[src/source/mult_pkg.sv]
`default_nettype none

package mult_pkg;

    ////////////////////////////////////////
    // Widths
    ////////////////////////////////////////

    localparam int OPERAND_WIDTH = 16;
    localparam int PRODUCT_WIDTH = 2 * OPERAND_WIDTH;
    localparam int STEP_WIDTH    = $clog2(OPERAND_WIDTH);

    // Multiplier MSB carries weight -2^15
    localparam int LAST_STEP     = OPERAND_WIDTH - 1;

    ////////////////////////////////////////
    // Types
    ////////////////////////////////////////

    typedef logic signed [OPERAND_WIDTH-1:0] operand_t;
    typedef logic signed [PRODUCT_WIDTH-1:0] product_t;
    typedef logic [STEP_WIDTH-1:0]           step_t;

    // One operand pair per transaction
    typedef struct packed {
        operand_t multiplicand;
        operand_t multiplier;
    } mult_request_t;

    typedef enum logic [1:0] {
        IDLE,
        STEP,
        DONE
    } ctrl_state_t;

endpackage

`default_nettype wire

[src/source/mult_controller.sv]
`timescale 1ns/1ps
`default_nettype none

module mult_controller
    import mult_pkg::*;
(
    input  logic  clk,
    input  logic  reset,

    // Input handshake
    input  logic  req_valid,
    output logic  req_ready,

    // Output handshake
    output logic  product_valid,
    input  logic  product_ready,

    // Datapath control
    output logic  load,
    output logic  step_en,
    output step_t step_index
);

    ctrl_state_t state;
    ctrl_state_t next_state;
    step_t       step_count;
    step_t       next_step_count;

    logic accept;
    logic product_taken;
    logic last_step;

    ////////////////////////////////////////
    // Handshake events
    ////////////////////////////////////////

    assign accept        = req_valid && req_ready;
    assign product_taken = product_valid && product_ready;
    assign last_step     = (step_count == step_t'(LAST_STEP));

    ////////////////////////////////////////
    // Next state
    ////////////////////////////////////////

    always_comb begin
        next_state = state;
        case (state)
            IDLE: begin
                if (accept) begin
                    next_state = STEP;
                end
            end
            STEP: begin
                // Sixteen steps, then the product is complete
                if (last_step) begin
                    next_state = DONE;
                end
            end
            DONE: begin
                // Hold the result until the consumer takes it
                if (product_taken) begin
                    next_state = IDLE;
                end
            end
            default: begin
                next_state = IDLE;
            end
        endcase
    end

    // Step counter wraps to zero after the last step
    always_comb begin
        next_step_count = step_count;
        if (accept) begin
            next_step_count = '0;
        end else if (state == STEP) begin
            next_step_count = step_count + 1'b1;
        end
    end

    ////////////////////////////////////////
    // State and counter registers
    ////////////////////////////////////////

    always_ff @(posedge clk or negedge reset) begin
        if (!reset) begin
            state      <= IDLE;
            step_count <= '0;
        end else begin
            state      <= next_state;
            step_count <= next_step_count;
        end
    end

    ////////////////////////////////////////
    // Outputs
    ////////////////////////////////////////

    // One operation at a time
    assign req_ready     = (state == IDLE);
    assign product_valid = (state == DONE);

    assign load          = accept;
    assign step_en       = (state == STEP);
    assign step_index    = step_count;

endmodule

`default_nettype wire

[src/source/shift_add_datapath.sv]
`timescale 1ns/1ps
`default_nettype none

module shift_add_datapath
    import mult_pkg::*;
(
    input  logic          clk,
    input  logic          reset,

    // Control from the FSM
    input  logic          load,
    input  logic          step_en,
    input  step_t         step_index,

    // Operands and result
    input  mult_request_t req,
    output product_t      product
);

    operand_t multiplicand_q;
    operand_t multiplier_q;
    product_t accumulator;

    product_t multiplicand_ext;
    product_t selected_pp;
    product_t signed_pp;
    product_t shifted_pp;
    logic     sign_step;

    ////////////////////////////////////////
    // Operand registers
    ////////////////////////////////////////

    // Multiplier shifts right so bit 0 is the current bit
    always_ff @(posedge clk) begin
        if (load) begin
            multiplicand_q <= req.multiplicand;
            multiplier_q   <= req.multiplier;
        end else if (step_en) begin
            multiplier_q   <= multiplier_q >> 1;
        end
    end

    ////////////////////////////////////////
    // Partial product
    ////////////////////////////////////////

    assign sign_step = (step_index == step_t'(LAST_STEP));

    always_comb begin
        multiplicand_ext = {
            {(PRODUCT_WIDTH - OPERAND_WIDTH){multiplicand_q[OPERAND_WIDTH-1]}},
            multiplicand_q
        };

        // Zero when the multiplier bit is clear
        if (multiplier_q[0]) begin
            selected_pp = multiplicand_ext;
        end else begin
            selected_pp = '0;
        end

        // Top bit has negative weight in two's complement
        if (sign_step) begin
            signed_pp = -selected_pp;
        end else begin
            signed_pp = selected_pp;
        end

        shifted_pp = signed_pp << step_index;
    end

    ////////////////////////////////////////
    // Accumulator
    ////////////////////////////////////////

    always_ff @(posedge clk or negedge reset) begin
        if (!reset) begin
            accumulator <= '0;
        end else if (load) begin
            // Fresh start for every request
            accumulator <= '0;
        end else if (step_en) begin
            accumulator <= accumulator + shifted_pp;
        end
    end

    assign product = accumulator;

endmodule

`default_nettype wire

[src/source/seq_multiplier.sv]
`timescale 1ns/1ps
`default_nettype none

module seq_multiplier
    import mult_pkg::*;
(
    input  logic          clk,
    input  logic          reset,

    // Request port
    input  mult_request_t req,
    input  logic          req_valid,
    output logic          req_ready,

    // Product port
    output product_t      product,
    output logic          product_valid,
    input  logic          product_ready
);

    logic  load;
    logic  step_en;
    step_t step_index;

    ////////////////////////////////////////
    // Control
    ////////////////////////////////////////

    mult_controller u_controller (
        .clk           (clk),
        .reset         (reset),
        .req_valid     (req_valid),
        .req_ready     (req_ready),
        .product_valid (product_valid),
        .product_ready (product_ready),
        .load          (load),
        .step_en       (step_en),
        .step_index    (step_index)
    );

    ////////////////////////////////////////
    // Datapath
    ////////////////////////////////////////

    // Product is the accumulator, stable while DONE
    shift_add_datapath u_datapath (
        .clk        (clk),
        .reset      (reset),
        .load       (load),
        .step_en    (step_en),
        .step_index (step_index),
        .req        (req),
        .product    (product)
    );

endmodule

`default_nettype wire

[config.mk]
export PLATFORM = sky130hd
export DESIGN_NAME = seq_multiplier
export DESIGN_NICKNAME = d
export VERILOG_FILES = /design/src/source/mult_pkg.sv /design/src/source/mult_controller.sv /design/src/source/shift_add_datapath.sv /design/src/source/seq_multiplier.sv
export SDC_FILE = /design/constraint.sdc
export NUM_CORES = 1
export LEC_CHECK = 0
export ABC_AREA = 1
export BUFFER_PORTS_ARGS = -buffer_cell sky130_fd_sc_hd__buf_2
export CAP_MARGIN = 20
export CORE_MARGIN = 2
export CORE_UTILIZATION = 49
export CTS_CLUSTER_DIAMETER = 40
export DETAILED_ROUTE_END_ITERATION = 10
export GPL_TIMING_DRIVEN = 0
export PLACE_DENSITY = 0.73
export SLEW_MARGIN = 20
export SYNTH_ARGS = -nofsm -noshare
export SYNTH_HDL_FRONTEND = slang
export SYNTH_SLANG_ARGS = --single-unit
[constraint.sdc]
create_clock -name clk -period 2.98 [get_ports clk]
set_input_delay 0.298 -clock clk [delete_from_list [all_inputs] [get_ports clk]]
set_output_delay 0.298 -clock clk [all_outputs]
set_load 0.05 [all_outputs]
==> impl_metrics.yaml, run 1 <==
logic_synthesis:
  synth.largest_area_cell: "nand2_1"
  synthDistinctLibCells: 43
  synth_top_cells_by_count: "302 x nand2_1, 131 x nand3_1, 77 x nor2_1"
  synthCells: 936
  synth-async-reset-ratio_pct: 54.3
  syn-cell-area_sq_mm: 0.00622
  avgSynthCellArea_sq_um: 6.64
  synth.most_common_cell: "nand2_1"
  yosysWarnings: 0
  synth_flop_cell: "dfrtp_1"
  synth-edff-count: 32
  synthTopCellsByArea: "nand2_1 18%, edfxtp_1 15%, dfrtp_1 15%, nand3_1 11%, ha_1 7.9%"
  syn_nets: 1012
  ys_ff_latch: 70
  ys_seq_area_share_pct: 30.8
  yosysTopAreaCellShare_pct: 18.2
placement:
  place.gp.congestion: 0.965
  portBuffers: 69
  pre_cts_slack_ps: -823
  hpwl_um: 14400
critical_path:
  cp-end-kind: "register"
  crit_path_end: "u_datapath.product[22]"
  reg2reg_slack_ps: -680
  startpoint: "u_datapath.multiplier_q[0]"
  critPathKind: "reg2reg"
  crit_path_start_kind: "register"
  crit_required_ps: 3270
  reg2reg_to: "u_datapath.product[22]"
  reg2regPathDepth: 24
  path_max_fanout: 5
  cp.arrival_ps: 3960
  r2r_start: "u_datapath.multiplier_q[0]"
global_route:
  grt_pass1_vias: 6600
  gr-total-overflow: 0
  grt_pass1_wl_um: 32800
  track_usage_pct: 31.2
  antenna_found_initial: 0
  grt_max_degree: 39
routing:
  dr.pass1.iters: 5
  finalWirelength_um: 22500
  drc_errors: 0
  wire_per_inst_um: 18.0
  viasPerCell: 5.87
  ant_nets: 0
  vias: 7330
  drt_iter0_drc: 930
run_status:
  violations: "negative setup slack"
  outcome: "complete, but fails checks"
clocking:
  cts.clk_slew.worst_paths_ps: 60
  cts-htree-levels: 3
  cts_buffers: 9
  clk_latency_ps: 350
  cts_tree: "done"
  cts_root_buf: "clkbuf_16"
  cts.sinks: 70
  cts_buffer_depth: 2
sta:
  slew_viol_final: 0
  slew_headroom_pct: 36.0
  max_freq_mhz: 273
  whs_ps: 81.5
  setup_tns_ps: -13130
  tightest_slew_ps: 961
  hold_viol: 0
  period_needed_ps: 3660
  layout_setup_ws_ps: -682
  min_period_over_period_pct: 123
  setup-violations-final: 28
  fin_worst_skew_ps: 4.59
  rsz0062_at_grt: "yes"
final_layout:
  drive_gt1_share_pct: 44.9
  nets: 1147
  syn2layout_area_growth_pct: 50.4
  num_antenna_cells: 0
floorplanning:
  io-pin-count: 70
  start_util_pct: 49.7
  fp.dieH_um: 117
  die_area_sq_mm: 0.0136
  rows: 41
  fp.coreArea_sq_mm: 0.0125
  die_w_um: 117
min_path:
  min_path_type: "in2async"
job:
  maxCapViolations: 0
==> critical path, stage by stage (launching register included) <==
cell and delay (ps):
edfxtp_1 400, buf_6 160, buf_12 150, nand2_8 70, ha_4 170, nand2_4 60, nor2_4 110, nand2_1 80
nand2_2 120, xnor2_4 140, nand2_2 90, nand3_2 120, nand3_2 120, nand3_2 150, o21ai_4 110, ha_4 280
a21o_1 210, a21oi_2 180, nand2_1 130, buf_4 170, a21oi_2 130, o21ai_2 110, a21oi_1 140, o21ai_1 100
nand2_1 80
==> logic make-up (layout without fill, tap and decap cells) <==
family / after synthesis / in the layout / share of synthesized area (%)
flip-flops: 70 / 70 / 30.8
XOR/XNOR: 9 / 9 / 1.27
multiplexers: 1 / 1 / 0.161
AO/OA/AOI/OAI: 148 / 148 / 13.1
AND/OR/NAND/NOR: 560 / 560 / 39.5
adder cells (fa/ha/maj): 40 / 40 / 8.17
buffers and inverters: 108 / 248 / 7.00
==> cell type report <==
class | count | area [sq um]
Buffer | 31 | 166
Clock buffer | 10 | 229
Clock inverter | 6 | 70.1
Fill cell | 894 | 3170
Inverter | 77 | 290
Multi-Input combinational cell | 758 | 5650
Sequential cell | 70 | 1910
Tap cell | 172 | 215
Timing Repair Buffer | 124 | 817
==> layer usage <==
layer  GRT usage, %  vias up  routed length [um]
li1               -     3411                   -
met1           43.9     3430                9400
met2           49.3      405               10500
met3           5.09       84                1880
met4           10.3        0                 731
met5              0        -                   0
==> what timing repair did <==
| item | 4_1_cts | 5_1_grt |
|---|---|---|
| setup endpoints to repair | 27 | 29 |
| hold buffers | 0 | 0 |
| pin swaps | 88 | 97 |
| setup buffers | 42 | 13 |
| gates resized for setup | 243 | 143 |
| gates cloned | 1 | 0 |
==> flip-flops by register name, indices dropped and copies added, names as in the netlist <==
register and flops:
u_controller.state 2, u_datapath.product 32, u_datapath.multiplicand_q 16, u_datapath.multiplier_q 16, u_controller.step_index 4
==> cells in the final DEF, fill, tap and decap left out, types with 9 or more instances in the layout <==
cell type,count
a21oi_2,20
ha_4,30
nor2_2,20
buf_4,48
o21ai_0,18
edfxtp_1,32
o21ai_4,9
nand3_1,56
nand2_4,23
nand3_2,67
o21ai_2,12
buf_2,78
clkbuf_16,9
inv_1,56
inv_2,20
nor2_4,21
dfrtp_1,38
nand3_4,13
nand2_1,233
o21ai_1,28
nand2_2,64
nor2_1,39
clkbuf_1,9
a21oi_1,25
==> per-stage QoR <==
step | cells | util [%] | area (sq um)
after global routing | 1248 | 74.7 | 9350
after global placement | 1177 | 55.6 | 6950
after detailed placement | 1177 | 55.6 | 6950
final | 1248 | 74.7 | 9350
after floorplan | 936 | - | 6390
after CTS | 1236 | 69.3 | 8670
==> worst min-delay path by stage <==
stage                        from                            end  slack [ps]  cells after the start
after global placement      reset         u_datapath.product[31]         460                      1
after global routing      req[31]  u_datapath.multiplicand_q[15]         120                      1
after floorplan             reset          u_controller.state[0]           2                      0
after CTS                 req[31]  u_datapath.multiplicand_q[15]         110                      1
after detailed placement  req[31]  u_datapath.multiplicand_q[15]         480                      1
final                       reset         u_datapath.product[31]          80                      1
Power of run 1 is left out: the tool's default activity adds up to more than one toggle a clock period on the data nets, which glitch-free logic cannot reach.
==> inputs of run 2 (changes only) <==
SETUP_SLACK_MARGIN = 0.2   (was not set)
==> run 2 against run 1 <==
The run still ends with negative setup slack left. Critical path depth increased by 2. Core utilization increased by 1.8 points. Cell count increased by 0.48%. Cell area increased by 2.4%. Routed wire length increased by 6.4%. Flip-flop and latch count unchanged. First-iteration DRC count decreased by 3.3%. Die area unchanged. Sequential share of layout area decreased by 0.48 points. Highest routed layer unchanged. Hold slack got worse by 12 ps. Fmax decreased by 1.3%. Clock-buffer cell count unchanged. Largest cell class unchanged.
==> impl_metrics.yaml, run 2 (synthesized netlist as in run 1, its figures left out) <==
run_status:
  outcome: "complete, but fails checks"
  violations: "negative setup slack"
floorplanning:
  fp.coreArea_sq_mm: 0.0125
  die_w_um: 117
  start_util_pct: 49.7
  fp.dieH_um: 117
  rows: 41
  io-pin-count: 70
  die_area_sq_mm: 0.0136
routing:
  drc_errors: 0
  dr.pass1.iters: 8
  viasPerCell: 6.02
  wire_per_inst_um: 19.1
  ant_nets: 0
  finalWirelength_um: 24000
  vias: 7548
  drt_iter0_drc: 899
sta:
  min_period_over_period_pct: 125
  layout_setup_ws_ps: -731
  tightest_slew_ps: 950
  slew_viol_final: 0
  rsz0062_at_grt: "yes"
  max_freq_mhz: 269
  slew_headroom_pct: 36.7
  period_needed_ps: 3710
  setup-violations-final: 28
  fin_worst_skew_ps: 12.7
  whs_ps: 70.0
  hold_viol: 0
critical_path:
  crit_required_ps: 3200
  r2r_start: "u_datapath.multiplier_q[0]"
  crit_path_start_kind: "register"
  critPathKind: "reg2reg"
  cp-end-kind: "register"
  cp.arrival_ps: 3940
  reg2reg_slack_ps: -730
  path_max_fanout: 5
  startpoint: "u_datapath.multiplier_q[0]"
job:
  maxCapViolations: 0
placement:
  portBuffers: 69
  dp.cells: 1177
  pre_cts_slack_ps: -894
  hpwl_um: 14400
  place.gp.congestion: 0.973
global_route:
  grt_pass1_wl_um: 32500
  grt_max_degree: 39
  grt_pass1_vias: 6521
  gr-total-overflow: 0
  antenna_found_initial: 0
  track_usage_pct: 31.2
final_layout:
  drive_gt1_share_pct: 47.8
  layout_commonest_cell: "nand2_1"
  syn2layout_area_growth_pct: 54.1
  most-common-layout-cells: "229 x nand2_1, 77 x buf_2, 66 x nand3_2"
  layout.cells.non_filler: 1254
  nets: 1153
  num-fill-cells: 839
  num_antenna_cells: 0
  largest_reg_flops: 32
clocking:
  cts.clk_slew.worst_paths_ps: 70
  cts_tree: "done"
  cts_buffers: 9
  cts-htree-levels: 3
  clk_latency_ps: 360
  cts_root_buf: "clkbuf_16"
  cts_buffer_depth: 2
  cts.sinks: 70
min_path:
  min_path_type: "in2async"
[run 2: changes by cell type in the layout (fill, tap and decap cells not counted), moves of 5 or more]
cell     delta
o21ai_0     -7
nor2_1      -5
o21ai_2     +8
buf_4       +8
nor2_4      +5
a21oi_1     -7
[run 2: worst max-delay path, cell delays in order, from the launching register on]
cell	delay (ps)
edfxtp_1	380
buf_6	160
buf_12	160
nand2_8	70
ha_4	170
nand2_4	60
nor2_4	110
nand2_1	70
nand2_1	110
xnor2_2	160
nand2_2	110
nand3_2	100
nand3_2	110
nand3_2	130
o21ai_2	150
ha_4	410
nand2_2	110
nor2_2	110
inv_1	80
nor2_2	130
nand2_2	90
nand2_4	120
nand2_4	60
nand2_4	80
a21oi_1	70
o21ai_1	170
nand2_1	90
[run 2: metrics by stage]
stage,instance area (sq um),util (%),setup TNS (ps)
2_1_floorplan,6450,-,-556
3_3_place_gp,7010,56.0,-13530
3_5_place_dp,7010,56.0,-14650
4_1_cts,8550,68.3,-8060
5_1_grt,9580,76.5,-18240
6_report,9580,76.5,-15310
[run 2: final timing paths]
path                            cells after the start                            end
worst max register to register                     26         u_datapath.product[19]
worst max-delay path                               26         u_datapath.product[19]
min in group clk                                    1  u_datapath.multiplicand_q[15]
worst min-delay path                                1         u_datapath.product[31]
max in group asynchronous                           1          u_datapath.product[7]
worst min register to register                      2    u_datapath.multiplier_q[14]
[run 2: layer usage]
layer / GRT usage, % / vias to the layer above / wire [um]
li1: - / 3435 / -
met1: 43.1 / 3533 / 9440
met2: 49.5 / 449 / 11000
met3: 5.19 / 131 / 2270
met4: 11.2 / 0 / 1280
met5: 0 / - / 0
[run 2: timing repair]
action | CTS | global route
hold buffers | 0 | 0
buffers inserted | 36 | 24
setup endpoints to repair | 29 | 29
resized for setup | 216 | 194
pin swaps | 78 | 104
gates cloned | 1 | 0
[run 2: cell type report]
type | count | area, sq um | share of cell area [%]
inverters | 77 | 290 | 3.03
well taps | 172 | 215 | 2.25
plain buffers | 31 | 171 | 1.79
flip-flops and latches | 70 | 1910 | 20.0
multi-input cells | 758 | 5850 | 61.1
repair buffers | 130 | 842 | 8.79
clock inverters | 6 | 70.1 | 0.732
clock buffers | 10 | 229 | 2.39
Power of run 2 is left out for the same reason.
